$ cat src/riscv_em_pkg.sv
package riscv_em_pkg;

    localparam int XLEN = 64;

    // major opcodes
    localparam logic [6:0] OPC_OP     = 7'b0110011;
    localparam logic [6:0] OPC_OP_IMM = 7'b0010011;
    localparam logic [6:0] OPC_LOAD   = 7'b0000011;
    localparam logic [6:0] OPC_STORE  = 7'b0100011;

    // alu funct3 and funct7 values
    localparam logic [2:0] F3_ADD   = 3'b000;
    localparam logic [2:0] F3_XOR   = 3'b100;
    localparam logic [2:0] F3_OR    = 3'b110;
    localparam logic [2:0] F3_AND   = 3'b111;
    localparam logic [6:0] F7_BASE  = 7'b0000000;
    localparam logic [6:0] F7_SUB   = 7'b0100000;

    // load extension, same encoding as load funct3
    localparam logic [2:0] MEMEXT_B  = 3'b000;
    localparam logic [2:0] MEMEXT_H  = 3'b001;
    localparam logic [2:0] MEMEXT_W  = 3'b010;
    localparam logic [2:0] MEMEXT_D  = 3'b011;
    localparam logic [2:0] MEMEXT_BU = 3'b100;
    localparam logic [2:0] MEMEXT_HU = 3'b101;
    localparam logic [2:0] MEMEXT_WU = 3'b110;

    localparam logic [1:0] STORESRC_B = 2'b00;
    localparam logic [1:0] STORESRC_H = 2'b01;
    localparam logic [1:0] STORESRC_W = 2'b10;
    localparam logic [1:0] STORESRC_D = 2'b11;

    localparam logic [2:0] RESULTSRC_ALU  = 3'b000;
    localparam logic [2:0] RESULTSRC_LOAD = 3'b001;

    // mcause values
    localparam logic [3:0] TRAP_ILLEGAL          = 4'd2;
    localparam logic [3:0] TRAP_LOAD_MISALIGNED  = 4'd4;
    localparam logic [3:0] TRAP_STORE_MISALIGNED = 4'd6;

    localparam int DMEM_WORDS = 32;
    localparam int DMEM_AW    = $clog2(DMEM_WORDS);

    typedef struct packed {
        logic [11:0] imm12;   // funct7 in the top 7 bits for R-type
        logic [4:0]  rs1;
        logic [2:0]  funct3;
        logic [4:0]  rd;
        logic [6:0]  opcode;
    } riscv_em_itype_t;

    typedef struct packed {
        logic [6:0]  imm_hi;
        logic [4:0]  rs2;
        logic [4:0]  rs1;
        logic [2:0]  funct3;
        logic [4:0]  imm_lo;
        logic [6:0]  opcode;
    } riscv_em_stype_t;

    typedef union packed {
        riscv_em_itype_t i_view;
        riscv_em_stype_t s_view;
    } riscv_em_inst_u;

endpackage

$ cat src/riscv_em_if.sv
interface riscv_em_if;
    import riscv_em_pkg::*;

    logic            instret;            // one real instruction
    logic            regw;
    logic [2:0]      resultsrc;
    logic [1:0]      storesrc;
    logic [2:0]      memext;
    logic [XLEN-1:0] result;             // alu value or memory address
    logic [XLEN-1:0] storedata;
    logic [4:0]      rdaddr;
    logic [XLEN-1:0] pc;
    logic            illegal_inst;
    logic            load_misaligned;
    logic            store_misaligned;

    modport producer (
        output instret,
        output regw,
        output resultsrc,
        output storesrc,
        output memext,
        output result,
        output storedata,
        output rdaddr,
        output pc,
        output illegal_inst,
        output load_misaligned,
        output store_misaligned
    );

    modport consumer (
        input  instret,
        input  regw,
        input  resultsrc,
        input  storesrc,
        input  memext,
        input  result,
        input  storedata,
        input  rdaddr,
        input  pc,
        input  illegal_inst,
        input  load_misaligned,
        input  store_misaligned
    );

endinterface

$ cat src/riscv_em_execute.sv
module riscv_em_execute (
    input  logic                          i_riscv_em_valid,
    input  riscv_em_pkg::riscv_em_inst_u  i_riscv_em_inst,
    input  logic [riscv_em_pkg::XLEN-1:0] i_riscv_em_pc,
    input  logic [riscv_em_pkg::XLEN-1:0] i_riscv_em_rs1data,
    input  logic [riscv_em_pkg::XLEN-1:0] i_riscv_em_rs2data,
    riscv_em_if.producer                  ex_bus
);
    import riscv_em_pkg::*;

    logic [6:0]      opcode;
    logic [2:0]      funct3;
    logic [6:0]      funct7;
    logic [XLEN-1:0] imm_i;
    logic [XLEN-1:0] imm_s;
    logic [XLEN-1:0] alu_out;
    logic [2:0]      align_mask;
    logic            f3_alu_ok;
    logic            regw;
    logic            illegal;
    logic            is_load;
    logic            is_store;
    logic            misaligned;

    function automatic logic [XLEN-1:0] alu_calc(
        input logic [2:0]      f3,
        input logic [XLEN-1:0] a,
        input logic [XLEN-1:0] b
    );
        logic [XLEN-1:0] r;
        case (f3)
            F3_XOR:  r = a ^ b;
            F3_OR:   r = a | b;
            F3_AND:  r = a & b;
            default: r = a + b;
        endcase
        return r;
    endfunction

    assign opcode    = i_riscv_em_inst.i_view.opcode;
    assign funct3    = i_riscv_em_inst.i_view.funct3;
    assign funct7    = i_riscv_em_inst.i_view.imm12[11:5];
    assign imm_i     = {{(XLEN-12){i_riscv_em_inst.i_view.imm12[11]}},
                        i_riscv_em_inst.i_view.imm12};
    assign imm_s     = {{(XLEN-12){i_riscv_em_inst.s_view.imm_hi[6]}},
                        i_riscv_em_inst.s_view.imm_hi, i_riscv_em_inst.s_view.imm_lo};
    assign f3_alu_ok = (funct3 == F3_ADD) || (funct3 == F3_XOR) ||
                       (funct3 == F3_OR) || (funct3 == F3_AND);

    always_comb
    begin
        regw              = 1'b0;
        illegal           = 1'b0;
        is_load           = 1'b0;
        is_store          = 1'b0;
        alu_out           = '0;
        ex_bus.resultsrc  = RESULTSRC_ALU;
        ex_bus.memext     = MEMEXT_B;
        ex_bus.storesrc   = STORESRC_B;
        case (opcode)
            OPC_OP:
            begin
                if (f3_alu_ok && funct7 == F7_BASE)
                begin
                    regw    = 1'b1;
                    alu_out = alu_calc(funct3, i_riscv_em_rs1data, i_riscv_em_rs2data);
                end
                else if (funct3 == F3_ADD && funct7 == F7_SUB)
                begin
                    regw    = 1'b1;
                    alu_out = i_riscv_em_rs1data - i_riscv_em_rs2data;
                end
                else
                    illegal = 1'b1;
            end
            OPC_OP_IMM:
            begin
                regw    = f3_alu_ok;
                illegal = !f3_alu_ok;
                alu_out = alu_calc(funct3, i_riscv_em_rs1data, imm_i);
            end
            OPC_LOAD:
            begin
                is_load          = (funct3 != 3'b111);   // no ldu
                regw             = is_load;
                illegal          = !is_load;
                alu_out          = i_riscv_em_rs1data + imm_i;
                ex_bus.resultsrc = RESULTSRC_LOAD;
                ex_bus.memext    = funct3;
            end
            OPC_STORE:
            begin
                is_store        = !funct3[2];
                illegal         = funct3[2];
                alu_out         = i_riscv_em_rs1data + imm_s;
                ex_bus.storesrc = funct3[1:0];
            end
            default:
                illegal = 1'b1;
        endcase
    end

    // byte, half, word, double all encoded in funct3[1:0]
    always_comb
    begin
        case (funct3[1:0])
            2'b00:   align_mask = 3'b000;
            2'b01:   align_mask = 3'b001;
            2'b10:   align_mask = 3'b011;
            default: align_mask = 3'b111;
        endcase
    end

    assign misaligned = |(alu_out[2:0] & align_mask);

    assign ex_bus.instret          = i_riscv_em_valid;
    assign ex_bus.regw             = regw;
    assign ex_bus.result           = alu_out;
    assign ex_bus.storedata        = i_riscv_em_rs2data;
    assign ex_bus.rdaddr           = i_riscv_em_inst.i_view.rd;
    assign ex_bus.pc               = i_riscv_em_pc;
    assign ex_bus.illegal_inst     = illegal;
    assign ex_bus.load_misaligned  = is_load & misaligned;
    assign ex_bus.store_misaligned = is_store & misaligned;

endmodule

$ cat src/flat_wrapper.sv
// flat-port wrapper written by rule: the top's interface ports become plain ports
module riscv_em_execute_flat import riscv_em_pkg::*;
  (i_riscv_em_valid, i_riscv_em_inst, i_riscv_em_pc, i_riscv_em_rs1data, i_riscv_em_rs2data, ex_bus_instret, ex_bus_regw, ex_bus_resultsrc, ex_bus_storesrc, ex_bus_memext, ex_bus_result, ex_bus_storedata, ex_bus_rdaddr, ex_bus_pc, ex_bus_illegal_inst, ex_bus_load_misaligned, ex_bus_store_misaligned);
  riscv_em_if ex_bus_i ();
  input  logic i_riscv_em_valid;
  input  riscv_em_pkg::riscv_em_inst_u i_riscv_em_inst;
  input  logic [riscv_em_pkg::XLEN-1:0] i_riscv_em_pc;
  input  logic [riscv_em_pkg::XLEN-1:0] i_riscv_em_rs1data;
  input  logic [riscv_em_pkg::XLEN-1:0] i_riscv_em_rs2data;
  output wire logic [$bits(ex_bus_i.instret)-1:0] ex_bus_instret;
  output wire logic [$bits(ex_bus_i.regw)-1:0] ex_bus_regw;
  output wire logic [$bits(ex_bus_i.resultsrc)-1:0] ex_bus_resultsrc;
  output wire logic [$bits(ex_bus_i.storesrc)-1:0] ex_bus_storesrc;
  output wire logic [$bits(ex_bus_i.memext)-1:0] ex_bus_memext;
  output wire logic [$bits(ex_bus_i.result)-1:0] ex_bus_result;
  output wire logic [$bits(ex_bus_i.storedata)-1:0] ex_bus_storedata;
  output wire logic [$bits(ex_bus_i.rdaddr)-1:0] ex_bus_rdaddr;
  output wire logic [$bits(ex_bus_i.pc)-1:0] ex_bus_pc;
  output wire logic [$bits(ex_bus_i.illegal_inst)-1:0] ex_bus_illegal_inst;
  output wire logic [$bits(ex_bus_i.load_misaligned)-1:0] ex_bus_load_misaligned;
  output wire logic [$bits(ex_bus_i.store_misaligned)-1:0] ex_bus_store_misaligned;
  assign ex_bus_instret = ex_bus_i.instret;
  assign ex_bus_regw = ex_bus_i.regw;
  assign ex_bus_resultsrc = ex_bus_i.resultsrc;
  assign ex_bus_storesrc = ex_bus_i.storesrc;
  assign ex_bus_memext = ex_bus_i.memext;
  assign ex_bus_result = ex_bus_i.result;
  assign ex_bus_storedata = ex_bus_i.storedata;
  assign ex_bus_rdaddr = ex_bus_i.rdaddr;
  assign ex_bus_pc = ex_bus_i.pc;
  assign ex_bus_illegal_inst = ex_bus_i.illegal_inst;
  assign ex_bus_load_misaligned = ex_bus_i.load_misaligned;
  assign ex_bus_store_misaligned = ex_bus_i.store_misaligned;
  riscv_em_execute u_core (.i_riscv_em_valid(i_riscv_em_valid), .i_riscv_em_inst(i_riscv_em_inst), .i_riscv_em_pc(i_riscv_em_pc), .i_riscv_em_rs1data(i_riscv_em_rs1data), .i_riscv_em_rs2data(i_riscv_em_rs2data), .ex_bus(ex_bus_i));
endmodule
$ cat config.mk
export PLATFORM = sky130hd
export DESIGN_NAME = riscv_em_execute_flat
export DESIGN_NICKNAME = d
export VERILOG_FILES = /design/src/riscv_em_pkg.sv /design/src/riscv_em_if.sv /design/src/riscv_em_execute.sv /design/src/flat_wrapper.sv
export SDC_FILE = /design/constraint.sdc
export NUM_CORES = 1
export LEC_CHECK = 0
export BUFFER_PORTS_ARGS = -buffer_cell sky130_fd_sc_hd__buf_2
export CAP_MARGIN = 20
export CORE_MARGIN = 4
export CORE_UTILIZATION = 40
export DETAILED_ROUTE_END_ITERATION = 8
export PLACE_DENSITY_LB_ADDON = 0.15
export REMOVE_ABC_BUFFERS = 1
export SYNTH_ARGS = -nofsm -noshare
export SYNTH_HDL_FRONTEND = slang
export SYNTH_SLANG_ARGS = --single-unit
$ cat constraint.sdc
create_clock -name vclk -period 6.9
set_input_delay 1.035 -clock vclk [all_inputs]
set_output_delay 1.035 -clock vclk [all_outputs]
set_load 0.01 [all_outputs]
==> key figures <==
STA
  • Pins Over Slew Limit: 0
  • Fmax: between 150 and 200 MHz
  • Final period utilization: 0.9498
  • Hold_ws: between 2 and 2.5 ns
  • Max_slew headroom: 0.1569
  • Unrepaired setup endpoints after global routing: no
  • Setup total negative slack: 0 ns
  • Setup ws final: approximately 0.35 ns
  • Final Hold Fails: 0
  • Final setup violation count: 0
  • Final min period: 6.554 ns
  • Worst slew pin tran: roughly 1.3 ns

Clocking
  • Hold Buf Count CTS: 0
  • Post-CTS resize count: 0
  • Setup Fix Bufs, Post-CTS: 0

Die
  • Total die area: about 57000 um2
  • Initial core utilization: 0.4042
  • Rows: 84
  • Die width: ~240 um
  • Die height: around 240 um
  • Total core area: roughly 53000 um2
  • # IOs: 435

Placement
  • GP Congestion: ~1.1
  • Place WS: 0.5100 ns
  • Port buffer count: 298
  • Dpl hpwl: around 86000 um

Layout
  • # fillers: 5897
  • Sequential cells: 0
  • Register area: 0 um2
  • CLK BUF: 0
  • Nets@finish: around 4000
  • Layout area overhead: 6.274%
  • Layout cell share with drive strength beyond 1: 0.1324

Routing
  • DR pass1 iterations: 6
  • Routed len/inst: approximately 26 um
  • DR DRC count: 0
  • Final WL: ~110000 um
  • Antenna-violating nets left: 0
  • Starting DRT DRC Count: about 3200
  • Via Count: approximately 27000
  • Vias per Instance: 6.477

Setup path
  • Worst endpoint required time: 5.86 ns
  • CP max stage cell: o311ai_0
  • Most frequent cell on the critical path: buf_4
  • CP Launch Point: i_riscv_em_rs1data[15]
  • Setup CP Type: primary input to output port
  • Stages on worst setup path: 19
  • Crit-path max FO: 11
  • Slowest stage delay, CP: just over 0.6 ns
  • Startpoint types: primary input
  • Cells along the critical path: buf_2 -> inv_1 -> ha_1 -> inv_1 -> o31ai_1 -> a21oi_1 -> o311ai_0 -> buf_4 -> o211ai_1 -> buf_4 -> a21oi_2 -> a211oi_2 -> o21ai_1 -> buf_4 -> a41o_1 -> mux2i_1 -> o221ai_1 -> o221ai_1 -> buf_2
  • Worst setup path endpoint: ex_bus_result[62]
  • WP data arrival: 5.52 ns
  • Element type at the critical path end: output port
  • WP buf/inv: 7
  • Top delay family on crit path: compound AO/OA/AOI/OAI gates

Logic synthesis
  • Synth top area share: 0.1991
  • Synth top cells by count: a21oi_1 (461), ha_1 (338), nor2_1 (324)
  • Count of mapped cells out of synthesis: around 3400
  • Most frequent cell after synthesis: a21oi_1
  • Top post-synthesis cells by area: ha_1 (20%), a21oi_1 (11%), o21ai_0 (7.5%), nor2_1 (5.7%), nand2_1 (5.7%)
  • Leading area contributor after synthesis: ha_1
  • Yosys warnings: 0
  • Library cells used by synthesis: 93
  • Seq/Total Area, Yosys: 0
  • Mapped Avg Cell Area: roughly 6.2 um2
  • Cell area after synthesis: roughly 21000 um2

Min path
  • Hold Crit Class: primary input to output port

Global routing
  • Top Usage Layer GRT: met2
  • Largest net degree at the start of global routing: roughly 100
  • Total GRT Usage: 0.3543
  • Initial antenna violation count: 2
  • Grt total ovfl: 0
  • M3 GR Usage: 0.08010
  • First-pass GRT wire length: 157200 um
  • Global routing usage on met1: 0.4965
  • Vias in the first global route: around 24000
  • Met2 Resource Use GR: 0.5378

Outcome
  • Outcome: complete, no violations

Run
  • Max_cap viols: 0
## layer usage
layer | routed length, um | part of all wire
met1 | 46440 | 0.43
met2 | 45460 | 0.42
met3 | 12410 | 0.11
met4 | 4016 | 0.037
met5 | 253 | 0.0023
## layout make-up
class,count,area (um2),area share
tap,688,860.8,0.03814
multi-input combinational,2807,18490,0.8193
inverter,236,888.4,0.03936
timing repair buffer,402,2327,0.1031
antenna,1,2.502,0.0001109
## metrics by stage
step,instance area [um2],cells,utilization
3_5_place_dp,22570,4133,0.4295
2_1_floorplan,19340,3043,-
6_report,22570,4134,0.4295
5_1_grt,22570,4133,0.4295
3_3_place_gp,22570,4133,0.4295
4_1_cts,22570,4133,0.4295
## kinds of logic (layout without fill, tap and decap cells)
family | after synthesis | count (layout) | share of synthesized area
XOR/XNOR | 166 | 166 | 0.06845
buffers and inverters | 596 | 638 | 0.1312
multiplexers | 2 | 2 | 0.0009426
AND/OR/NAND/NOR | 937 | 937 | 0.1984
adder cells (fa/ha/maj) | 342 | 342 | 0.2029
AO/OA/AOI/OAI | 1358 | 1358 | 0.3980
other | 1 | 3 | 0.0001766
## cell usage in the layout, fill, tap and decap left out, types with 9 or more instances in the layout
master	count
o21a_1	18
a21oi_1	460
nor2b_1	19
o31a_1	9
or3_1	13
o221ai_1	32
nand4_1	54
a221oi_1	53
inv_1	230
nor3_1	44
xor2_1	32
and2_1	11
nor2_1	324
buf_2	296
o21ai_0	319
and3_1	17
nor4_1	27
a22oi_1	15
xnor2_1	134
ha_1	338
a21o_1	77
a211oi_1	44
nand2_1	321
o22ai_1	67
or4_1	9
nand2b_1	16
o21bai_1	61
a211o_1	9
o31ai_1	34
o211ai_1	24
a221o_1	15
or2_2	12
a31oi_1	14
o21ai_1	22
nand3_1	43
buf_4	102
## how the worst min path moves through the flow
| stage | cells after the start | endpoint | start | slack, ns |
|---|---|---|---|---|
| CTS | 0 | ex_bus_pc[62] | i_riscv_em_pc[62] | 2.07 |
| global placement | 0 | ex_bus_pc[62] | i_riscv_em_pc[62] | 2.07 |
| floorplan | 0 | ex_bus_instret | i_riscv_em_valid | 2.07 |
| detailed placement | 0 | ex_bus_pc[62] | i_riscv_em_pc[62] | 2.07 |
| finish | 0 | ex_bus_pc[17] | i_riscv_em_pc[17] | 2.07 |
| global route | 0 | ex_bus_pc[62] | i_riscv_em_pc[62] | 2.07 |
