**src/riscv_em_pkg.sv**
```systemverilog
package riscv_em_pkg;

    localparam int XLEN = 64;

    // major opcodes
    localparam logic [6:0] OPC_OP     = 7'b0110011;
    localparam logic [6:0] OPC_OP_IMM = 7'b0010011;
    localparam logic [6:0] OPC_LOAD   = 7'b0000011;
    localparam logic [6:0] OPC_STORE  = 7'b0100011;

    // alu funct3 and funct7 values
    localparam logic [2:0] F3_ADD   = 3'b000;
    localparam logic [2:0] F3_XOR   = 3'b100;
    localparam logic [2:0] F3_OR    = 3'b110;
    localparam logic [2:0] F3_AND   = 3'b111;
    localparam logic [6:0] F7_BASE  = 7'b0000000;
    localparam logic [6:0] F7_SUB   = 7'b0100000;

    // load extension, same encoding as load funct3
    localparam logic [2:0] MEMEXT_B  = 3'b000;
    localparam logic [2:0] MEMEXT_H  = 3'b001;
    localparam logic [2:0] MEMEXT_W  = 3'b010;
    localparam logic [2:0] MEMEXT_D  = 3'b011;
    localparam logic [2:0] MEMEXT_BU = 3'b100;
    localparam logic [2:0] MEMEXT_HU = 3'b101;
    localparam logic [2:0] MEMEXT_WU = 3'b110;

    localparam logic [1:0] STORESRC_B = 2'b00;
    localparam logic [1:0] STORESRC_H = 2'b01;
    localparam logic [1:0] STORESRC_W = 2'b10;
    localparam logic [1:0] STORESRC_D = 2'b11;

    localparam logic [2:0] RESULTSRC_ALU  = 3'b000;
    localparam logic [2:0] RESULTSRC_LOAD = 3'b001;

    // mcause values
    localparam logic [3:0] TRAP_ILLEGAL          = 4'd2;
    localparam logic [3:0] TRAP_LOAD_MISALIGNED  = 4'd4;
    localparam logic [3:0] TRAP_STORE_MISALIGNED = 4'd6;

    localparam int DMEM_WORDS = 32;
    localparam int DMEM_AW    = $clog2(DMEM_WORDS);

    typedef struct packed {
        logic [11:0] imm12;   // funct7 in the top 7 bits for R-type
        logic [4:0]  rs1;
        logic [2:0]  funct3;
        logic [4:0]  rd;
        logic [6:0]  opcode;
    } riscv_em_itype_t;

    typedef struct packed {
        logic [6:0]  imm_hi;
        logic [4:0]  rs2;
        logic [4:0]  rs1;
        logic [2:0]  funct3;
        logic [4:0]  imm_lo;
        logic [6:0]  opcode;
    } riscv_em_stype_t;

    typedef union packed {
        riscv_em_itype_t i_view;
        riscv_em_stype_t s_view;
    } riscv_em_inst_u;

endpackage

```
**src/riscv_em_if.sv**
```systemverilog
interface riscv_em_if;
    import riscv_em_pkg::*;

    logic            instret;            // one real instruction
    logic            regw;
    logic [2:0]      resultsrc;
    logic [1:0]      storesrc;
    logic [2:0]      memext;
    logic [XLEN-1:0] result;             // alu value or memory address
    logic [XLEN-1:0] storedata;
    logic [4:0]      rdaddr;
    logic [XLEN-1:0] pc;
    logic            illegal_inst;
    logic            load_misaligned;
    logic            store_misaligned;

    modport producer (
        output instret,
        output regw,
        output resultsrc,
        output storesrc,
        output memext,
        output result,
        output storedata,
        output rdaddr,
        output pc,
        output illegal_inst,
        output load_misaligned,
        output store_misaligned
    );

    modport consumer (
        input  instret,
        input  regw,
        input  resultsrc,
        input  storesrc,
        input  memext,
        input  result,
        input  storedata,
        input  rdaddr,
        input  pc,
        input  illegal_inst,
        input  load_misaligned,
        input  store_misaligned
    );

endinterface

```
**src/riscv_em_memstage.sv**
```systemverilog
module riscv_em_memstage (
    input  logic                          i_riscv_em_clk,
    input  logic                          i_riscv_em_rst,
    riscv_em_if.consumer                  mem_bus,
    output logic                          o_riscv_em_wb_valid,
    output logic [4:0]                    o_riscv_em_wb_rdaddr,
    output logic [riscv_em_pkg::XLEN-1:0] o_riscv_em_wb_data,
    output logic                          o_riscv_em_trap,
    output logic [3:0]                    o_riscv_em_trap_cause,
    output logic [riscv_em_pkg::XLEN-1:0] o_riscv_em_trap_pc
);
    import riscv_em_pkg::*;

    logic [XLEN-1:0]    dmem [DMEM_WORDS];
    logic [DMEM_AW-1:0] word_idx;
    logic [2:0]         byte_off;
    logic [XLEN-1:0]    rd_word;
    logic [XLEN-1:0]    lane;
    logic [XLEN-1:0]    load_data;
    logic [7:0]         size_mask;
    logic [7:0]         byte_en;
    logic [XLEN-1:0]    wr_data;
    logic [XLEN-1:0]    merged;
    logic               any_fault;
    logic               store_en;

    assign word_idx = mem_bus.result[DMEM_AW+2:3];
    assign byte_off = mem_bus.result[2:0];
    assign rd_word  = dmem[word_idx];
    assign lane     = rd_word >> {byte_off, 3'b000};

    always_comb
    begin
        case (mem_bus.memext)
            MEMEXT_B:  load_data = {{(XLEN-8){lane[7]}}, lane[7:0]};
            MEMEXT_H:  load_data = {{(XLEN-16){lane[15]}}, lane[15:0]};
            MEMEXT_W:  load_data = {{(XLEN-32){lane[31]}}, lane[31:0]};
            MEMEXT_D:  load_data = lane;
            MEMEXT_BU: load_data = {{(XLEN-8){1'b0}}, lane[7:0]};
            MEMEXT_HU: load_data = {{(XLEN-16){1'b0}}, lane[15:0]};
            MEMEXT_WU: load_data = {{(XLEN-32){1'b0}}, lane[31:0]};
            default:   load_data = lane;
        endcase
    end

    always_comb
    begin
        case (mem_bus.storesrc)
            STORESRC_B: size_mask = 8'h01;
            STORESRC_H: size_mask = 8'h03;
            STORESRC_W: size_mask = 8'h0f;
            STORESRC_D: size_mask = 8'hff;
            default:    size_mask = 8'h00;
        endcase
        byte_en = size_mask << byte_off;
        wr_data = mem_bus.storedata << {byte_off, 3'b000};
        for (int b = 0; b < 8; b++)
            merged[8*b +: 8] = byte_en[b] ? wr_data[8*b +: 8] : rd_word[8*b +: 8];
    end

    assign any_fault = mem_bus.illegal_inst | mem_bus.load_misaligned |
                       mem_bus.store_misaligned;
    // only a legal store leaves regw clear
    assign store_en  = mem_bus.instret & ~mem_bus.regw & ~any_fault;

    always_ff @(posedge i_riscv_em_clk or posedge i_riscv_em_rst)
    begin : dmem_write_proc
        if (i_riscv_em_rst)
        begin
            for (int w = 0; w < DMEM_WORDS; w++)
                dmem[w] <= '0;
        end
        else if (store_en)
        begin
            dmem[word_idx] <= merged;
        end
    end

    assign o_riscv_em_wb_valid  = mem_bus.instret & mem_bus.regw & ~any_fault &
                                  (mem_bus.rdaddr != 5'd0);
    assign o_riscv_em_wb_rdaddr = mem_bus.rdaddr;
    assign o_riscv_em_wb_data   = (mem_bus.resultsrc == RESULTSRC_LOAD) ? load_data
                                                                        : mem_bus.result;

    assign o_riscv_em_trap    = mem_bus.instret & any_fault;
    assign o_riscv_em_trap_pc = mem_bus.pc;

    always_comb
    begin
        if (mem_bus.illegal_inst)                 // illegal first
            o_riscv_em_trap_cause = TRAP_ILLEGAL;
        else if (mem_bus.load_misaligned)
            o_riscv_em_trap_cause = TRAP_LOAD_MISALIGNED;
        else if (mem_bus.store_misaligned)
            o_riscv_em_trap_cause = TRAP_STORE_MISALIGNED;
        else
            o_riscv_em_trap_cause = 4'd0;
    end

endmodule

```
**src/flat_wrapper.sv**
```systemverilog
// flat-port wrapper written by rule: the top's interface ports become plain ports
module riscv_em_memstage_flat import riscv_em_pkg::*;
  (i_riscv_em_clk, i_riscv_em_rst, o_riscv_em_wb_valid, o_riscv_em_wb_rdaddr, o_riscv_em_wb_data, o_riscv_em_trap, o_riscv_em_trap_cause, o_riscv_em_trap_pc, mem_bus_instret, mem_bus_regw, mem_bus_resultsrc, mem_bus_storesrc, mem_bus_memext, mem_bus_result, mem_bus_storedata, mem_bus_rdaddr, mem_bus_pc, mem_bus_illegal_inst, mem_bus_load_misaligned, mem_bus_store_misaligned);
  riscv_em_if mem_bus_i ();
  input  logic i_riscv_em_clk;
  input  logic i_riscv_em_rst;
  output logic o_riscv_em_wb_valid;
  output logic [4:0] o_riscv_em_wb_rdaddr;
  output logic [riscv_em_pkg::XLEN-1:0] o_riscv_em_wb_data;
  output logic o_riscv_em_trap;
  output logic [3:0] o_riscv_em_trap_cause;
  output logic [riscv_em_pkg::XLEN-1:0] o_riscv_em_trap_pc;
  input wire logic [$bits(mem_bus_i.instret)-1:0] mem_bus_instret;
  input wire logic [$bits(mem_bus_i.regw)-1:0] mem_bus_regw;
  input wire logic [$bits(mem_bus_i.resultsrc)-1:0] mem_bus_resultsrc;
  input wire logic [$bits(mem_bus_i.storesrc)-1:0] mem_bus_storesrc;
  input wire logic [$bits(mem_bus_i.memext)-1:0] mem_bus_memext;
  input wire logic [$bits(mem_bus_i.result)-1:0] mem_bus_result;
  input wire logic [$bits(mem_bus_i.storedata)-1:0] mem_bus_storedata;
  input wire logic [$bits(mem_bus_i.rdaddr)-1:0] mem_bus_rdaddr;
  input wire logic [$bits(mem_bus_i.pc)-1:0] mem_bus_pc;
  input wire logic [$bits(mem_bus_i.illegal_inst)-1:0] mem_bus_illegal_inst;
  input wire logic [$bits(mem_bus_i.load_misaligned)-1:0] mem_bus_load_misaligned;
  input wire logic [$bits(mem_bus_i.store_misaligned)-1:0] mem_bus_store_misaligned;
  assign mem_bus_i.instret = mem_bus_instret;
  assign mem_bus_i.regw = mem_bus_regw;
  assign mem_bus_i.resultsrc = mem_bus_resultsrc;
  assign mem_bus_i.storesrc = mem_bus_storesrc;
  assign mem_bus_i.memext = mem_bus_memext;
  assign mem_bus_i.result = mem_bus_result;
  assign mem_bus_i.storedata = mem_bus_storedata;
  assign mem_bus_i.rdaddr = mem_bus_rdaddr;
  assign mem_bus_i.pc = mem_bus_pc;
  assign mem_bus_i.illegal_inst = mem_bus_illegal_inst;
  assign mem_bus_i.load_misaligned = mem_bus_load_misaligned;
  assign mem_bus_i.store_misaligned = mem_bus_store_misaligned;
  riscv_em_memstage u_core (.i_riscv_em_clk(i_riscv_em_clk), .i_riscv_em_rst(i_riscv_em_rst), .mem_bus(mem_bus_i), .o_riscv_em_wb_valid(o_riscv_em_wb_valid), .o_riscv_em_wb_rdaddr(o_riscv_em_wb_rdaddr), .o_riscv_em_wb_data(o_riscv_em_wb_data), .o_riscv_em_trap(o_riscv_em_trap), .o_riscv_em_trap_cause(o_riscv_em_trap_cause), .o_riscv_em_trap_pc(o_riscv_em_trap_pc));
endmodule
```
**config.mk**
```make
export PLATFORM = sky130hd
export DESIGN_NAME = riscv_em_memstage_flat
export DESIGN_NICKNAME = d
export VERILOG_FILES = /design/src/riscv_em_pkg.sv /design/src/riscv_em_if.sv /design/src/riscv_em_memstage.sv /design/src/flat_wrapper.sv
export SDC_FILE = /design/constraint.sdc
export NUM_CORES = 2
export LEC_CHECK = 0
export BUFFER_PORTS_ARGS = -buffer_cell sky130_fd_sc_hd__buf_2
export CELL_PAD_IN_SITES_DETAIL_PLACEMENT = 1
export CELL_PAD_IN_SITES_GLOBAL_PLACEMENT = 1
export CORE_ASPECT_RATIO = 1.25
export CORE_MARGIN = 2
export CORE_UTILIZATION = 45
export DETAILED_ROUTE_END_ITERATION = 6
export GPL_TIMING_DRIVEN = 0
export PLACE_DENSITY = 0.82
export SYNTH_ARGS = -nofsm -noshare
export SYNTH_HDL_FRONTEND = slang
export SYNTH_SLANG_ARGS = --single-unit
```
**constraint.sdc**
```tcl
create_clock -name i_riscv_em_clk -period 65.4 [get_ports i_riscv_em_clk]
set_input_delay 9.81 -clock i_riscv_em_clk [delete_from_list [all_inputs] [get_ports i_riscv_em_clk]]
set_output_delay 9.81 -clock i_riscv_em_clk [all_outputs]
set_load 0.02 [all_outputs]
```
==> flow_summary_export.csv <==
group,metric,value,unit
layout,drive_gt1_share,17.8,%
routing,dr.pass1.iters,7,
critical_path,ff2ff_path_depth,7,
outcome,outcome,"finished with violations",
layout,areaGrowthSynthToFinish,14.8,%
layout,mostFrequentLayoutCell,"dfrtp_1",
pwr,leakage,49.6,nW
sta,fin_tns_setup,0,ns
place,dp_slack,38.99,ns
layout,finalNetCount,9731,
global_route,grt_pass1_vias,88600,
sta,rsz0062_at_grt,"false",
synthesis,synth_area,0.0940,mm²
routing,first_iter_violations,13500,
critical_path,required,55.59,ns
job,cap_viol_max_count,37,
layout,largest_register_ffs,2048,
pwr,cellPowerDensity,26.7,mW/mm²
global_route,grt_overflow,0,
synthesis,synth.avg_cell_area,10.5,µm²
synthesis,ys_seq_area_share,54.5,%
pwr,seqPwrFrac,45.2,%
critical_path,critPathMaxFanout,13,
place,dp_hpwl,398000,µm
routing,wl_per_cell,46.3,µm
floorplanning,die_w,413,µm
synthesis,yosysUniqueCellTypes,68,
critical_path,crit_type,"in2out",
sta,finalCriticalPeriod,27.60,ns
global_route,antenna_found_initial,100,
critical_path,r2r_end,"u_core.dmem[348]$_DFFE_PP0P_",
sta,setup_slack,37.80,ns
critical_path,r2r_setup_slack,60.58,ns
critical_path,worst_ep_arrival_time,17.79,ns
floorplanning,std_cell_rows,187,
synthesis,yosysWarnings,0,
synthesis,synth-async-reset-ratio,100,%
clock_tree,postCtsSetupBuffers,0,
sta,fmax,0.0362,GHz
sta,maxSlewViolCount,275,
layout,top_register,"u_core.dmem",
hold_path,hold_depth,2,
critical_path,cp-end-kind,"primary output",
global_route,grt_first_pass_wirelength,765000,µm
layout,largestRegisters,"u_core.dmem x2048",
clock_tree,path_clk_slew,0.06,ns
sta,period_share,42.2,%
pwr,intPower,2.08,mW
pwr,combPwrFrac,9.8,%
clock_tree,clockRootBuffer,"clkbuf_16",
sta,setup_viol_count_final,0,
synthesis,synth-seq-cells,2048,
clock_tree,cts_resized,0,
pwr,pwr-share-clk,45.1,%
clock_tree,insertion_delay,0.97,ns
clock_tree,clockBufferDepth,4,
place,gp_congestion,1.11,
pwr,p_sw_share,27.7,%
floorplanning,ios,351,
clock_tree,cts_buffers,216,
synthesis,synth_edf_count,0,
global_route,grt_max_degree,47,
routing,drcViolationCount,41,
pwr,power.total,2.87,mW
layout,mostFrequentLayoutCells,"dfrtp_1 (2048), nand2_1 (1768), o21ai_0 (1667), mux2i_1 (907), clkbuf_1 (613)",
synthesis,synth_ff_type,"dfrtp_1",
critical_path,timing.rr.start,"u_core.dmem[860]$_DFFE_PP0P_",
pwr,power.switching,796,µW
sta,skew,0.0625,ns
place,io_buffers,280,
routing,viasPerCell,7.16,
clock_tree,htreeDepth,4,
synthesis,syn_inst,8934,
hold_path,hp-class,"reg2reg",
critical_path,critPathCapture,"o_riscv_em_wb_data[12]",
pwr,vdd_drop_max,22.8,µV
sta,slew_headroom,-20.4,%
routing,ant_nets,0,
clock_tree,postCtsHoldBufs,0,
sta,finalHoldViolCount,0,
floorplanning,die_area,0.213,mm²
clock_tree,clock-sinks,2048,
sta,worst_pin_slew,1.79,ns
layout,nFillCells,22500,
clock_tree,cts_tree,"yes",
outcome,violations,"design-rule violations, max-capacitance violations, max-slew violations",
critical_path,critPathLaunch,"mem_bus_result[7]",
floorplanning,core,0.208,mm²
floorplanning,start_util,45.3,%
routing,vias,89700,
critical_path,crit_path_start_kind,"input pin",
floorplanning,fp.dieH,515,µm
routing,wl,579000,µm
global_route,grt_usage,53.7,%
-- power groups by stage --
stage               clock network (mW)  registers (mW)  logic [mW]
detailed placement                   0            1.32       0.261
global route                      1.32            1.30       0.280
CTS                               1.27            1.30       0.263
floorplan                            0            1.32       0.128
finish                            1.30            1.30       0.281
global placement                     0            1.33       0.245
-- layer usage --
metal / global-route usage [%] / wire length [µm] / share of wire (%)
met5: 1.82 / 456 / 0.079
met3: 26.7 / 84400 / 15
met4: 48.9 / 65000 / 11
met2: 71.7 / 229000 / 39
met1: 62.3 / 201000 / 35
-- how the worst min path moves through the flow --
stage / from / slack (ns) / endpoint
5_1_grt: u_core.dmem[1181]$_DFFE_PP0P_ / 0.50 / u_core.dmem[1181]$_DFFE_PP0P_
4_1_cts: u_core.dmem[510]$_DFFE_PP0P_ / 0.48 / u_core.dmem[510]$_DFFE_PP0P_
2_1_floorplan: u_core.dmem[1088]$_DFFE_PP0P_ / 0.44 / u_core.dmem[1088]$_DFFE_PP0P_
6_report: u_core.dmem[259]$_DFFE_PP0P_ / 0.48 / u_core.dmem[259]$_DFFE_PP0P_
3_3_place_gp: u_core.dmem[1603]$_DFFE_PP0P_ / 0.46 / u_core.dmem[1603]$_DFFE_PP0P_
3_5_place_dp: u_core.dmem[1097]$_DFFE_PP0P_ / 0.47 / u_core.dmem[1097]$_DFFE_PP0P_
-- critical path, stage by stage --
cell and delay, ns:
buf_2 0.25, or4b_1 0.15, clkbuf_1 1.13, buf_2 1.00
buf_2 0.94, buf_2 0.51, o22ai_1 0.15, nor4_2 0.94
nand2_1 0.14, o21ai_0 1.31, mux2i_1 0.15, o21ai_0 0.81
o22ai_1 0.18, buf_2 0.21
-- cell type report --
cell class              instances  area, µm²  area share (%)
diodes                         91        228           0.211
repair buffers                366       2920            2.71
clock buffers                 323       6410            5.94
plain buffers                 946       4320            4.00
flip-flops and latches       2048      51200            47.5
well taps                    2740       3430            3.18
clock inverters                62        714           0.662
inverters                       4       18.8          0.0174
multi-input cells            5937      38600            35.8
-- synthesized netlist by cell type (all sizes together) (13+ instances only) --
| master | number | share of area [%] |
|---|---|---|
| nand3 | 20 | 0.11 |
| a22oi | 55 | 0.44 |
| nand4 | 13 | 0.093 |
| clkbuf | 615 | 2.5 |
| nor2 | 104 | 0.42 |
| o22ai | 423 | 2.8 |
| mux2 | 494 | 5.9 |
| nand2 | 1768 | 7.1 |
| mux4 | 112 | 2.7 |
| nor4 | 106 | 0.77 |
| o211ai | 15 | 0.12 |
| mux2i | 907 | 9.7 |
| dfrtp | 2048 | 55 |
| a21oi | 90 | 0.60 |
| buf | 331 | 2.0 |
| o21ai | 1682 | 9.0 |
-- logic make-up (layout without fill, tap and decap cells) --
logic type	Yosys count	in the layout	synth area share, %
AND/OR/NAND/NOR	2075	2075	8.99
flip-flops	2048	2048	54.5
AO/OA/AOI/OAI	2347	2347	13.7
buffers and inverters	950	1701	4.51
other	1	93	0.00399
multiplexers	1513	1513	18.3
-- metrics by stage --
stage	std cells	utilization [%]	area [µm²]	hold slack, ns
after floorplan	8935	-	94000	0.445
after global placement	12000	47.6	98800	0.456
after detailed placement	12000	48.4	100000	0.469
after CTS	12400	51.8	108000	0.482
after global routing	12400	51.9	108000	0.501
final	12500	52.0	108000	0.479
No activity file was read; power rests on OpenSTA's default activity.
