`src/riscv_em_pkg.sv`:
```
package riscv_em_pkg;

    localparam int XLEN = 64;

    // major opcodes
    localparam logic [6:0] OPC_OP     = 7'b0110011;
    localparam logic [6:0] OPC_OP_IMM = 7'b0010011;
    localparam logic [6:0] OPC_LOAD   = 7'b0000011;
    localparam logic [6:0] OPC_STORE  = 7'b0100011;

    // alu funct3 and funct7 values
    localparam logic [2:0] F3_ADD   = 3'b000;
    localparam logic [2:0] F3_XOR   = 3'b100;
    localparam logic [2:0] F3_OR    = 3'b110;
    localparam logic [2:0] F3_AND   = 3'b111;
    localparam logic [6:0] F7_BASE  = 7'b0000000;
    localparam logic [6:0] F7_SUB   = 7'b0100000;

    // load extension, same encoding as load funct3
    localparam logic [2:0] MEMEXT_B  = 3'b000;
    localparam logic [2:0] MEMEXT_H  = 3'b001;
    localparam logic [2:0] MEMEXT_W  = 3'b010;
    localparam logic [2:0] MEMEXT_D  = 3'b011;
    localparam logic [2:0] MEMEXT_BU = 3'b100;
    localparam logic [2:0] MEMEXT_HU = 3'b101;
    localparam logic [2:0] MEMEXT_WU = 3'b110;

    localparam logic [1:0] STORESRC_B = 2'b00;
    localparam logic [1:0] STORESRC_H = 2'b01;
    localparam logic [1:0] STORESRC_W = 2'b10;
    localparam logic [1:0] STORESRC_D = 2'b11;

    localparam logic [2:0] RESULTSRC_ALU  = 3'b000;
    localparam logic [2:0] RESULTSRC_LOAD = 3'b001;

    // mcause values
    localparam logic [3:0] TRAP_ILLEGAL          = 4'd2;
    localparam logic [3:0] TRAP_LOAD_MISALIGNED  = 4'd4;
    localparam logic [3:0] TRAP_STORE_MISALIGNED = 4'd6;

    localparam int DMEM_WORDS = 32;
    localparam int DMEM_AW    = $clog2(DMEM_WORDS);

    typedef struct packed {
        logic [11:0] imm12;   // funct7 in the top 7 bits for R-type
        logic [4:0]  rs1;
        logic [2:0]  funct3;
        logic [4:0]  rd;
        logic [6:0]  opcode;
    } riscv_em_itype_t;

    typedef struct packed {
        logic [6:0]  imm_hi;
        logic [4:0]  rs2;
        logic [4:0]  rs1;
        logic [2:0]  funct3;
        logic [4:0]  imm_lo;
        logic [6:0]  opcode;
    } riscv_em_stype_t;

    typedef union packed {
        riscv_em_itype_t i_view;
        riscv_em_stype_t s_view;
    } riscv_em_inst_u;

endpackage

```
`src/riscv_em_if.sv`:
```
interface riscv_em_if;
    import riscv_em_pkg::*;

    logic            instret;            // one real instruction
    logic            regw;
    logic [2:0]      resultsrc;
    logic [1:0]      storesrc;
    logic [2:0]      memext;
    logic [XLEN-1:0] result;             // alu value or memory address
    logic [XLEN-1:0] storedata;
    logic [4:0]      rdaddr;
    logic [XLEN-1:0] pc;
    logic            illegal_inst;
    logic            load_misaligned;
    logic            store_misaligned;

    modport producer (
        output instret,
        output regw,
        output resultsrc,
        output storesrc,
        output memext,
        output result,
        output storedata,
        output rdaddr,
        output pc,
        output illegal_inst,
        output load_misaligned,
        output store_misaligned
    );

    modport consumer (
        input  instret,
        input  regw,
        input  resultsrc,
        input  storesrc,
        input  memext,
        input  result,
        input  storedata,
        input  rdaddr,
        input  pc,
        input  illegal_inst,
        input  load_misaligned,
        input  store_misaligned
    );

endinterface

```
`src/riscv_em_ppreg.sv`:
```
module riscv_em_ppreg (
    input  logic          i_riscv_em_clk,
    input  logic          i_riscv_em_rst,
    input  logic          i_riscv_em_stall,
    input  logic          i_riscv_em_flush,
    riscv_em_if.consumer  ex_bus,
    riscv_em_if.producer  mem_bus
);

    always_ff @(posedge i_riscv_em_clk or posedge i_riscv_em_rst)
    begin : em_ppreg_proc
        if (i_riscv_em_rst)
        begin
            mem_bus.instret          <= 1'b0;
            mem_bus.regw             <= 1'b0;
            mem_bus.resultsrc        <= '0;
            mem_bus.storesrc         <= '0;
            mem_bus.memext           <= '0;
            mem_bus.result           <= '0;
            mem_bus.storedata        <= '0;
            mem_bus.rdaddr           <= '0;
            mem_bus.pc               <= '0;
            mem_bus.illegal_inst     <= 1'b0;
            mem_bus.load_misaligned  <= 1'b0;
            mem_bus.store_misaligned <= 1'b0;
        end
        else if (i_riscv_em_flush)                // wins over stall
        begin
            mem_bus.instret          <= 1'b0;
            mem_bus.regw             <= 1'b0;
            mem_bus.resultsrc        <= '0;
            mem_bus.storesrc         <= '0;
            mem_bus.memext           <= '0;
            mem_bus.result           <= '0;
            mem_bus.storedata        <= '0;
            mem_bus.rdaddr           <= '0;
            mem_bus.pc               <= '0;
            mem_bus.illegal_inst     <= 1'b0;
            mem_bus.load_misaligned  <= 1'b0;
            mem_bus.store_misaligned <= 1'b0;
        end
        else if (i_riscv_em_stall)
        begin
            mem_bus.instret          <= 1'b0;     // held payload retires only once
        end
        else
        begin
            mem_bus.instret          <= ex_bus.instret;
            mem_bus.regw             <= ex_bus.regw;
            mem_bus.resultsrc        <= ex_bus.resultsrc;
            mem_bus.storesrc         <= ex_bus.storesrc;
            mem_bus.memext           <= ex_bus.memext;
            mem_bus.result           <= ex_bus.result;
            mem_bus.storedata        <= ex_bus.storedata;
            mem_bus.rdaddr           <= ex_bus.rdaddr;
            mem_bus.pc               <= ex_bus.pc;
            mem_bus.illegal_inst     <= ex_bus.illegal_inst;
            mem_bus.load_misaligned  <= ex_bus.load_misaligned;
            mem_bus.store_misaligned <= ex_bus.store_misaligned;
        end
    end

endmodule

```
`src/flat_wrapper.sv`:
```
// flat-port wrapper written by rule: the top's interface ports become plain ports
module riscv_em_ppreg_flat 
  (i_riscv_em_clk, i_riscv_em_rst, i_riscv_em_stall, i_riscv_em_flush, ex_bus_instret, ex_bus_regw, ex_bus_resultsrc, ex_bus_storesrc, ex_bus_memext, ex_bus_result, ex_bus_storedata, ex_bus_rdaddr, ex_bus_pc, ex_bus_illegal_inst, ex_bus_load_misaligned, ex_bus_store_misaligned, mem_bus_instret, mem_bus_regw, mem_bus_resultsrc, mem_bus_storesrc, mem_bus_memext, mem_bus_result, mem_bus_storedata, mem_bus_rdaddr, mem_bus_pc, mem_bus_illegal_inst, mem_bus_load_misaligned, mem_bus_store_misaligned);
  riscv_em_if ex_bus_i ();
  riscv_em_if mem_bus_i ();
  input  logic i_riscv_em_clk;
  input  logic i_riscv_em_rst;
  input  logic i_riscv_em_stall;
  input  logic i_riscv_em_flush;
  input wire logic [$bits(ex_bus_i.instret)-1:0] ex_bus_instret;
  input wire logic [$bits(ex_bus_i.regw)-1:0] ex_bus_regw;
  input wire logic [$bits(ex_bus_i.resultsrc)-1:0] ex_bus_resultsrc;
  input wire logic [$bits(ex_bus_i.storesrc)-1:0] ex_bus_storesrc;
  input wire logic [$bits(ex_bus_i.memext)-1:0] ex_bus_memext;
  input wire logic [$bits(ex_bus_i.result)-1:0] ex_bus_result;
  input wire logic [$bits(ex_bus_i.storedata)-1:0] ex_bus_storedata;
  input wire logic [$bits(ex_bus_i.rdaddr)-1:0] ex_bus_rdaddr;
  input wire logic [$bits(ex_bus_i.pc)-1:0] ex_bus_pc;
  input wire logic [$bits(ex_bus_i.illegal_inst)-1:0] ex_bus_illegal_inst;
  input wire logic [$bits(ex_bus_i.load_misaligned)-1:0] ex_bus_load_misaligned;
  input wire logic [$bits(ex_bus_i.store_misaligned)-1:0] ex_bus_store_misaligned;
  output wire logic [$bits(mem_bus_i.instret)-1:0] mem_bus_instret;
  output wire logic [$bits(mem_bus_i.regw)-1:0] mem_bus_regw;
  output wire logic [$bits(mem_bus_i.resultsrc)-1:0] mem_bus_resultsrc;
  output wire logic [$bits(mem_bus_i.storesrc)-1:0] mem_bus_storesrc;
  output wire logic [$bits(mem_bus_i.memext)-1:0] mem_bus_memext;
  output wire logic [$bits(mem_bus_i.result)-1:0] mem_bus_result;
  output wire logic [$bits(mem_bus_i.storedata)-1:0] mem_bus_storedata;
  output wire logic [$bits(mem_bus_i.rdaddr)-1:0] mem_bus_rdaddr;
  output wire logic [$bits(mem_bus_i.pc)-1:0] mem_bus_pc;
  output wire logic [$bits(mem_bus_i.illegal_inst)-1:0] mem_bus_illegal_inst;
  output wire logic [$bits(mem_bus_i.load_misaligned)-1:0] mem_bus_load_misaligned;
  output wire logic [$bits(mem_bus_i.store_misaligned)-1:0] mem_bus_store_misaligned;
  assign ex_bus_i.instret = ex_bus_instret;
  assign ex_bus_i.regw = ex_bus_regw;
  assign ex_bus_i.resultsrc = ex_bus_resultsrc;
  assign ex_bus_i.storesrc = ex_bus_storesrc;
  assign ex_bus_i.memext = ex_bus_memext;
  assign ex_bus_i.result = ex_bus_result;
  assign ex_bus_i.storedata = ex_bus_storedata;
  assign ex_bus_i.rdaddr = ex_bus_rdaddr;
  assign ex_bus_i.pc = ex_bus_pc;
  assign ex_bus_i.illegal_inst = ex_bus_illegal_inst;
  assign ex_bus_i.load_misaligned = ex_bus_load_misaligned;
  assign ex_bus_i.store_misaligned = ex_bus_store_misaligned;
  assign mem_bus_instret = mem_bus_i.instret;
  assign mem_bus_regw = mem_bus_i.regw;
  assign mem_bus_resultsrc = mem_bus_i.resultsrc;
  assign mem_bus_storesrc = mem_bus_i.storesrc;
  assign mem_bus_memext = mem_bus_i.memext;
  assign mem_bus_result = mem_bus_i.result;
  assign mem_bus_storedata = mem_bus_i.storedata;
  assign mem_bus_rdaddr = mem_bus_i.rdaddr;
  assign mem_bus_pc = mem_bus_i.pc;
  assign mem_bus_illegal_inst = mem_bus_i.illegal_inst;
  assign mem_bus_load_misaligned = mem_bus_i.load_misaligned;
  assign mem_bus_store_misaligned = mem_bus_i.store_misaligned;
  riscv_em_ppreg u_core (.i_riscv_em_clk(i_riscv_em_clk), .i_riscv_em_rst(i_riscv_em_rst), .i_riscv_em_stall(i_riscv_em_stall), .i_riscv_em_flush(i_riscv_em_flush), .ex_bus(ex_bus_i), .mem_bus(mem_bus_i));
endmodule
```
`config.mk`:
```
export PLATFORM = sky130hd
export DESIGN_NAME = riscv_em_ppreg_flat
export DESIGN_NICKNAME = d
export VERILOG_FILES = /design/src/riscv_em_pkg.sv /design/src/riscv_em_if.sv /design/src/riscv_em_ppreg.sv /design/src/flat_wrapper.sv
export SDC_FILE = /design/constraint.sdc
export NUM_CORES = 1
export LEC_CHECK = 0
export CAP_MARGIN = 5
export CORE_AREA = 2 2 163 165
export CTS_BUF_LIST = sky130_fd_sc_hd__clkbuf_4 sky130_fd_sc_hd__clkbuf_8
export CTS_CLUSTER_DIAMETER = 40
export DETAILED_ROUTE_END_ITERATION = 7
export DIE_AREA = 0 0 165 167
export DONT_BUFFER_PORTS = 1
export HOLD_SLACK_MARGIN = 0.12
export SYNTH_ARGS = -nofsm -noshare
export SYNTH_HDL_FRONTEND = slang
export SYNTH_SLANG_ARGS = --single-unit
```
`constraint.sdc`:
```
create_clock -name i_riscv_em_clk -period 14.3 [get_ports i_riscv_em_clk]
set_clock_uncertainty 0.15 [all_clocks]
set_input_delay 2.86 -clock i_riscv_em_clk [delete_from_list [all_inputs] [get_ports i_riscv_em_clk]]
set_output_delay 2.86 -clock i_riscv_em_clk [all_outputs]
set_load 0.02 [all_outputs]
```
==> flow_summary.ini, run 1 <==
[clock_network]
cts.path.max_buffers = 3
cts_setup_buffers = 0
clk_pin_slew_ns = 0.06
cts-root-buf = clkbuf_8
cts_num_sinks = 210
htreeDepth = 2
cts_tree = done
cts_made_buffers = 36
hold_buffers = 0
cts-resized-gates = 0
clock_latency_ns = 0.50

[timing]
hold_viol_final = 0
finalSetupViolCount = 0
fmax_mhz = 250
rsz0062_at_grt = no
fin_tns_setup_ns = 0
fin_crit_ns = 4.01
maxSlewViolCount = 0
finalCritPeriodShare_pct = 28.0
timing.slew.headroom_pct = 28.6
holdWs_ns = 0.517
worstMarginPinSlew_ns = 1.07

[floorplan]
chipHeight_microns = 167
die_w_microns = 165
core_area_sq_um = 25800
die_area_sq_um = 27600
row_count = 59
pin_count = 424
start_util_pct = 33.8

[detailed_routing]
vias = 4868
avgViaCountPerCell = 4.74
drtIter0Drc = 347
dr.pass1.iters = 4
ant_nets = 0
routedWlPerCell_microns = 19.8
wirelength_microns = 20300
drc = 0

[critical_path]
path_class = reg -> out
worstPathRequired_ns = 11.29
arrival_ns = 1.00
start_kind = register
path_max_fanout = 2
end_kind = output pin

[yosys]
synth.net_count = 891
syn-cell-area_sq_um = 8700
ys_seq_elements = 210
ys_types = 9
synth-simple-area-share_pct = 9.11
synth_fa_ha_area_share_pct = 0
synth.top_cell.area_share_pct = 60.4
synthCells = 677
yosysSeqAreaShare_pct = 60.4
synth_compound_area_share_pct = 0
yosys-top-cells-area = dfrtp_1 (60%), mux2i_1 (24%), nor2_1 (9.0%)
syn_area_per_cell_sq_um = 12.8
yosysWarnings = 0
yosys.area.top_type = dfrtp_1
synthXorXnorAreaFrac_pct = 0
synth_top_family_by_area = multiplexers
synth.area.mux_share_pct = 24.1

[finish]
fin_area_sq_um = 9300
layout-drive-gt1-share_pct = 9.10
nNetsFinal = 884
area_growth_pct = 6.92

[power_and_ir_drop]
p_comb_share_pct = 5.2
seqPwrFrac_pct = 54.0
p_switching_mw = 0.323
p_per_area_nw_per_um2 = 139
switching_share_pct = 25.0
clockPowerShare_pct = 40.8
power.leakage_nw = 4.80
internal_power_mw = 0.968
ir_worst_vdd_mv = 0.0665

[placed_design]
io_buffer_count = 0
gp_congestion = 0.762
place_area_sq_um = 8580
place.detailed.hpwl_microns = 13800

[global_routing]
grt_pass1_wl_microns = 30000
grt_max_degree = 211
track_usage_pct = 14.0
grt_overflow = 0
antenna_found_initial = 1
grt_pass1_vias = 5083

[run_status]
outcome = finished clean

[job]
drv_cap = 0

[hold_path]
hold_class = reg -> reg
[cell families (layout without fill, tap and decap cells)]
family / Yosys count / count (layout)
other: 0 / 1
muxes: 209 / 209
buffers and inverters: 48 / 63
DFF: 210 / 210
and+or+nand+nor: 210 / 210
[power groups by stage]
stage	clock network (mW)	logic [mW]	registers, mW
floorplan	0	0.0915	0.697
global placement	0	0.0643	0.708
detailed placement	0	0.0677	0.708
CTS	0.548	0.0670	0.698
global route	0.580	0.0756	0.701
finish	0.527	0.0666	0.697
[registers in the layout (all words and copies together), names as in the netlist]
signal / flops
u_core.mem_bus.illegal_inst: 1
u_core.mem_bus.instret: 1
u_core.mem_bus.load_misaligned: 1
u_core.mem_bus.memext: 3
u_core.mem_bus.pc: 64
u_core.mem_bus.rdaddr: 5
u_core.mem_bus.regw: 1
u_core.mem_bus.result: 64
u_core.mem_bus.resultsrc: 3
u_core.mem_bus.store_misaligned: 1
u_core.mem_bus.storedata: 64
u_core.mem_bus.storesrc: 2
[layout make-up]
type,instances,area [sq um]
fill,2546,16500
sequential,210,5260
multi-input combinational,419,2880
clock buffer,57,691
tap,335,419
clock inverter,3,20.0
timing repair buffer,2,15.0
inverter,1,11.3
antenna,1,2.50
[synthesized netlist by cell type, drive strengths merged]
library cell  number
buf               33
clkbuf            14
dfrtp            210
nor2             209
inv                1
nor3b              1
mux2i            209
[metrics by stage]
step,util (%),setup WS [ns],total power [mW],cells
2_1_floorplan,-,5.55,0.789,677
3_3_place_gp,33.3,10.02,0.773,967
3_5_place_dp,33.3,9.99,0.775,967
4_1_cts,36.1,10.24,1.31,1027
5_1_grt,36.1,10.23,1.36,1028
6_report,36.1,10.29,1.29,1028
[layer usage]
metal	wire length, microns	vias up	global-route usage [%]
li1	-	2227	-
met1	7380	2300	15.6
met2	9850	303	23.5
met3	2630	38	6.55
met4	468	0	4.91
met5	0	-	0
[cells in the final DEF, fill, tap and decap left out, drive strengths merged]
master      n
clkbuf     57
buf         2
diode       1
nor2      209
mux2i     209
dfrtp     210
nor3b       1
inv         1
clkinvlp    2
clkinv      1
[path summary, 6_finish.rpt]
path | cells after the start | to | slack, ns | start
setup / recovery | 0 | mem_bus_pc[23] | 10.29 | u_core.mem_bus.pc[23]
hold / removal | 2 | u_core.mem_bus.result[0] | 0.52 | u_core.mem_bus.result[0]
setup reg to reg | 2 | u_core.mem_bus.result[37] | 13.29 | u_core.mem_bus.result[37]
hold reg to reg | 2 | u_core.mem_bus.result[0] | 0.52 | u_core.mem_bus.result[0]
max in group asynchronous | 2 | u_core.mem_bus.storedata[1] | 10.60 | i_riscv_em_rst
min in group asynchronous | 1 | u_core.mem_bus.result[40] | 2.10 | i_riscv_em_rst
Note: power is estimated with default switching activity, not from simulation.
==> run 2: changes to the inputs <==
Clock period 14.3 ns to 3.9 ns, I/O delays scaled along.
==> run 2 against run 1 <==
  * Register-to-register slack got worse by 10 ns
  * Global-route usage increased by 0.39 points
  * Utilization increased by 0.65 points
  * Routed wire length increased by 2.3%
  * Final cell count increased by 1.4%
  * Critical path type unchanged
  * Hold slack got worse by 0.32 ns
  * Total power increased to 3.8 times the previous value
  * Clock power increased to 4.0 times the previous value
  * Sequential share of layout area decreased by 0.99 points
  * Critical path depth unchanged
  * Worst setup slack got worse by 8.3 ns
  * First-iteration DRC count decreased by 14%
==> flow_summary.ini, run 2 (synthesized netlist as in run 1, its figures left out) <==
[power_and_ir_drop]
p_switching_mw = 1.25
internal_power_mw = 3.66
p_comb_share_pct = 5.2
ir_worst_vdd_mv = 0.240
seqPwrFrac_pct = 52.1
p_per_area_nw_per_um2 = 519
power.leakage_nw = 4.90
clockPowerShare_pct = 42.7
switching_share_pct = 25.4

[timing]
finalCritPeriodShare_pct = 49.9
fin_crit_ns = 1.95
rsz0062_at_grt = no
maxSlewViolCount = 0
fin_tns_setup_ns = 0
hold_viol_final = 0
finalSetupViolCount = 0
holdWs_ns = 0.194
worstMarginPinSlew_ns = 1.04
timing.slew.headroom_pct = 30.4
fmax_mhz = 514
layout_setup_ws_ns = 1.95

[placed_design]
io_buffer_count = 0
preCtsSetupSlack_ns = 1.91
gp_congestion = 0.774
place.detailed.hpwl_microns = 14500
place_area_sq_um = 8670

[detailed_routing]
drc = 0
wirelength_microns = 20800
routedWlPerCell_microns = 20.0
drtIter0Drc = 297
dr.pass1.iters = 4
vias = 4938
avgViaCountPerCell = 4.74
ant_nets = 0

[clock_network]
htreeDepth = 2
cts_num_sinks = 210
cts_setup_buffers = 0
cts-root-buf = clkbuf_8
cts_made_buffers = 38
clock_latency_ns = 0.50
hold_buffers = 0
clk_pin_slew_ns = 0.06
cts_tree = done
cts.path.max_buffers = 3
cts-resized-gates = 0

[hold_path]
hold_class = in -> reg
min-delay-start = i_riscv_em_flush
min_path_cells = 1
hold_path_end = u_core.mem_bus.storedata[3]

[finish]
reg_top3 = u_core.mem_bus.pc (64), u_core.mem_bus.result (64), u_core.mem_bus.storedata (64)
area_growth_pct = 8.83
layout_common_cells = dfrtp_1 (210), mux2i_1 (209), nor2_1 (209)
fillers = 2543
fin_area_sq_um = 9460
finish.utilization_pct = 36.7
layout-drive-gt1-share_pct = 11.0
diodes = 0
nNetsFinal = 894
final_common_cell = dfrtp_1

[floorplan]
die_area_sq_um = 27600
start_util_pct = 33.8
core_area_sq_um = 25800
pin_count = 424
chipHeight_microns = 167
die_w_microns = 165
row_count = 59

[run_status]
outcome = finished clean

[critical_path]
end_kind = output pin
worstPathRequired_ns = 2.97
path_class = reg -> out
arrival_ns = 1.02
rr_startpoint = u_core.mem_bus.pc[8]
path_max_fanout = 2
timing.rr.end = u_core.mem_bus.pc[8]
r2r_slack_ns = 2.88
ff2ff_path_depth = 2
start_kind = register

[job]
drv_cap = 0

[global_routing]
grt_overflow = 0
grt_pass1_wl_microns = 30500
grt_max_degree = 211
track_usage_pct = 14.4
grt_pass1_vias = 5113
antenna_found_initial = 2
==> run 2: cell count changes in the layout (fill, tap and decap cells not counted), moves of 2 or more <==
cell / change
clkbuf_4: -4
clkbuf_8: +6
clkinv_4: +3
clkinv_2: +3
buf_4: +6
buf_12: +2
==> run 2: through the flow <==
stage | power (mW) | cells
CTS | 5.00 | 1042
floorplan | 2.89 | 677
global placement | 2.85 | 975
finish | 4.91 | 1042
global route | 5.16 | 1042
detailed placement | 2.86 | 975
==> run 2: final cells by class <==
class	instances	area, sq um	share of cell area [%]
clock buffers	59	743	7.85
clock inverters	8	55.1	0.582
multi-input cells	419	2880	30.5
well taps	335	419	4.43
repair buffers	10	100	1.06
flip-flops and latches	210	5260	55.5
inverters	1	7.51	0.0793
==> run 2: power groups by stage <==
| stage | clock [mW] | sequential, mW | combinational (mW) |
|---|---|---|---|
| floorplan | 0 | 2.56 | 0.336 |
| global placement | 0 | 2.60 | 0.249 |
| detailed placement | 0 | 2.60 | 0.261 |
| CTS | 2.18 | 2.56 | 0.258 |
| global route | 2.31 | 2.57 | 0.289 |
| finish | 2.10 | 2.56 | 0.254 |
==> run 2: worst max-delay path by stage <==
stage,start,to,slack (ns),cells after the start
finish,u_core.mem_bus.storedata[50],mem_bus_storedata[50],1.95,0
global route,u_core.mem_bus.storedata[52],mem_bus_storedata[52],1.88,0
CTS,u_core.mem_bus.storedata[57],mem_bus_storedata[57],1.89,0
detailed placement,i_riscv_em_rst,u_core.mem_bus.result[38],1.91,2
global placement,i_riscv_em_rst,u_core.mem_bus.result[33],1.94,2
floorplan,i_riscv_em_rst,u_core.mem_bus.illegal_inst,0.24,1
==> run 2: routing by layer <==
metal,share of wire (%),track usage [%]
met1,34,14.8
met2,51,25.2
met3,14,7.92
met4,1.6,4.01
met5,0.13,0
==> run 3: changes to the inputs <==
Clock period 3.9 ns to 1.65 ns, I/O delays scaled along.
==> run 3 against run 2 <==
  * The run now fails in clock tree synthesis (4_1_cts)
  * Synthesized cell count stayed put
  * Area after synthesis unchanged
==> flow_summary.ini, run 3 <==
[run_status]
outcome = stopped before the end
stop_stage = clock tree synthesis (4_1_cts)
tool.error = [ERROR RSZ-0060] Max buffer count reached.

[placed_design]
gp_congestion = 0.746
place.detailed.hpwl_microns = 14600
dp.cells = 976
io_buffer_count = 0

[yosys]
synthArstFlopShare_pct = 100
ys_types = 9
syn-cell-area_sq_um = 8700
synth.top_cell.area_share_pct = 60.4
synth.net_count = 891
yosysMostFrequentCell = dfrtp_1
synth.area.mux_share_pct = 24.1
synth-simple-area-share_pct = 9.11
yosys.area.top_type = dfrtp_1
ys_seq_elements = 210
synthCells = 677
yosysWarnings = 0
synthFlopType = dfrtp_1
yosysSeqAreaShare_pct = 60.4
synth_fa_ha_area_share_pct = 0
synth_top_family_by_area = multiplexers
ys_top_cells_by_count = dfrtp_1 (210), mux2i_1 (209), nor2_1 (209)
synthXorXnorAreaFrac_pct = 0
syn_area_per_cell_sq_um = 12.8
synth_compound_area_share_pct = 0
synth-edff-count = 0
yosys-top-cells-area = dfrtp_1 (60%), mux2i_1 (24%), nor2_1 (9.0%)

[clock_network]
cts_num_sinks = 210
cts_setup_buffers = 0
cts.path.max_buffers = 3
hold_buffers = 208
htreeDepth = 2
cts-resized-gates = 0
cts_made_buffers = 35
cts-root-buf = clkbuf_8

[floorplan]
start_util_pct = 33.8
die_w_microns = 165
chipHeight_microns = 167
pin_count = 424
row_count = 59
## run 3: through the flow
step	TNS [ns]	setup slack [ns]	util [%]	area [sq um]
detailed placement	0	0.620	33.8	8700
global placement	0	0.641	33.8	8700
floorplan	-327.22	-1.56	-	8700
## run 3: cell families after synthesis
| logic type | after synthesis |
|---|---|
| buffers and inverters | 48 |
| AND/OR/NAND/NOR | 210 |
| multiplexers | 209 |
| flip-flops | 210 |
==> run 4: changes to the inputs <==
Settings changed: CORE_AREA 2 2 163 165 to 2 2 165 167, CTS_BUF_LIST sky130_fd_sc_hd__clkbuf_4 sky130_fd_sc_hd__clkbuf_8 to not set, CTS_CLUSTER_DIAMETER 40 to not set, DIE_AREA 0 0 165 167 to 0 0 167 169, HOLD_SLACK_MARGIN 0.12 to not set, PLACE_DENSITY_LB_ADDON set to 0.15.
Clock period 1.65 ns to 2.15 ns, I/O delays scaled along.
==> run 4 against run 3 <==
  * Area after synthesis unchanged
  * Synthesized cell count unchanged
  * The run again fails in clock tree synthesis (4_1_cts)
==> flow_summary.ini, run 4 <==
[run_status]
outcome = stopped before the end
stop_stage = clock tree synthesis (4_1_cts)
tool.error = [ERROR RSZ-0060] Max buffer count reached.

[clock_network]
cts_made_buffers = 22
hold_buffers = 204
cts_num_sinks = 210
htreeDepth = 1
cts_setup_buffers = 0
cts.path.max_buffers = 3
cts-resized-gates = 0
cts-root-buf = clkbuf_16

[yosys]
synth-edff-count = 0
yosys-top-cells-area = dfrtp_1 (60%), mux2i_1 (24%), nor2_1 (9.0%)
yosys.area.top_type = dfrtp_1
yosysWarnings = 0
synth.top_cell.area_share_pct = 60.4
synthArstFlopShare_pct = 100
synthFlopType = dfrtp_1
ys_top_cells_by_count = dfrtp_1 (210), mux2i_1 (209), nor2_1 (209)
ys_types = 9
syn-cell-area_sq_um = 8700
ys_seq_elements = 210
synthCells = 677
yosysMostFrequentCell = dfrtp_1
synth.net_count = 891
yosysSeqAreaShare_pct = 60.4
syn_area_per_cell_sq_um = 12.8

[placed_design]
dp.cells = 982
io_buffer_count = 0
gp_congestion = 0.766
place.detailed.hpwl_microns = 15200
place_area_sq_um = 8730

[floorplan]
die_w_microns = 167
row_count = 60
chipHeight_microns = 169
pin_count = 424
start_util_pct = 32.8
-- run 4: cell counts after synthesis --
Identical to the previous run, type by type.
-- run 4: logic make-up after synthesis --
logic type	synth area share, %
flip-flops	60.4
AND/OR/NAND/NOR	9.11
multiplexers	24.1
buffers and inverters	6.40
-- run 4: metrics by stage --
stage	worst slack, ns	setup TNS, ns	hold WS, ns
after floorplan	-1.16	-243.22	0.433
after detailed placement	0.856	0	0.332
after global placement	0.893	0	0.320
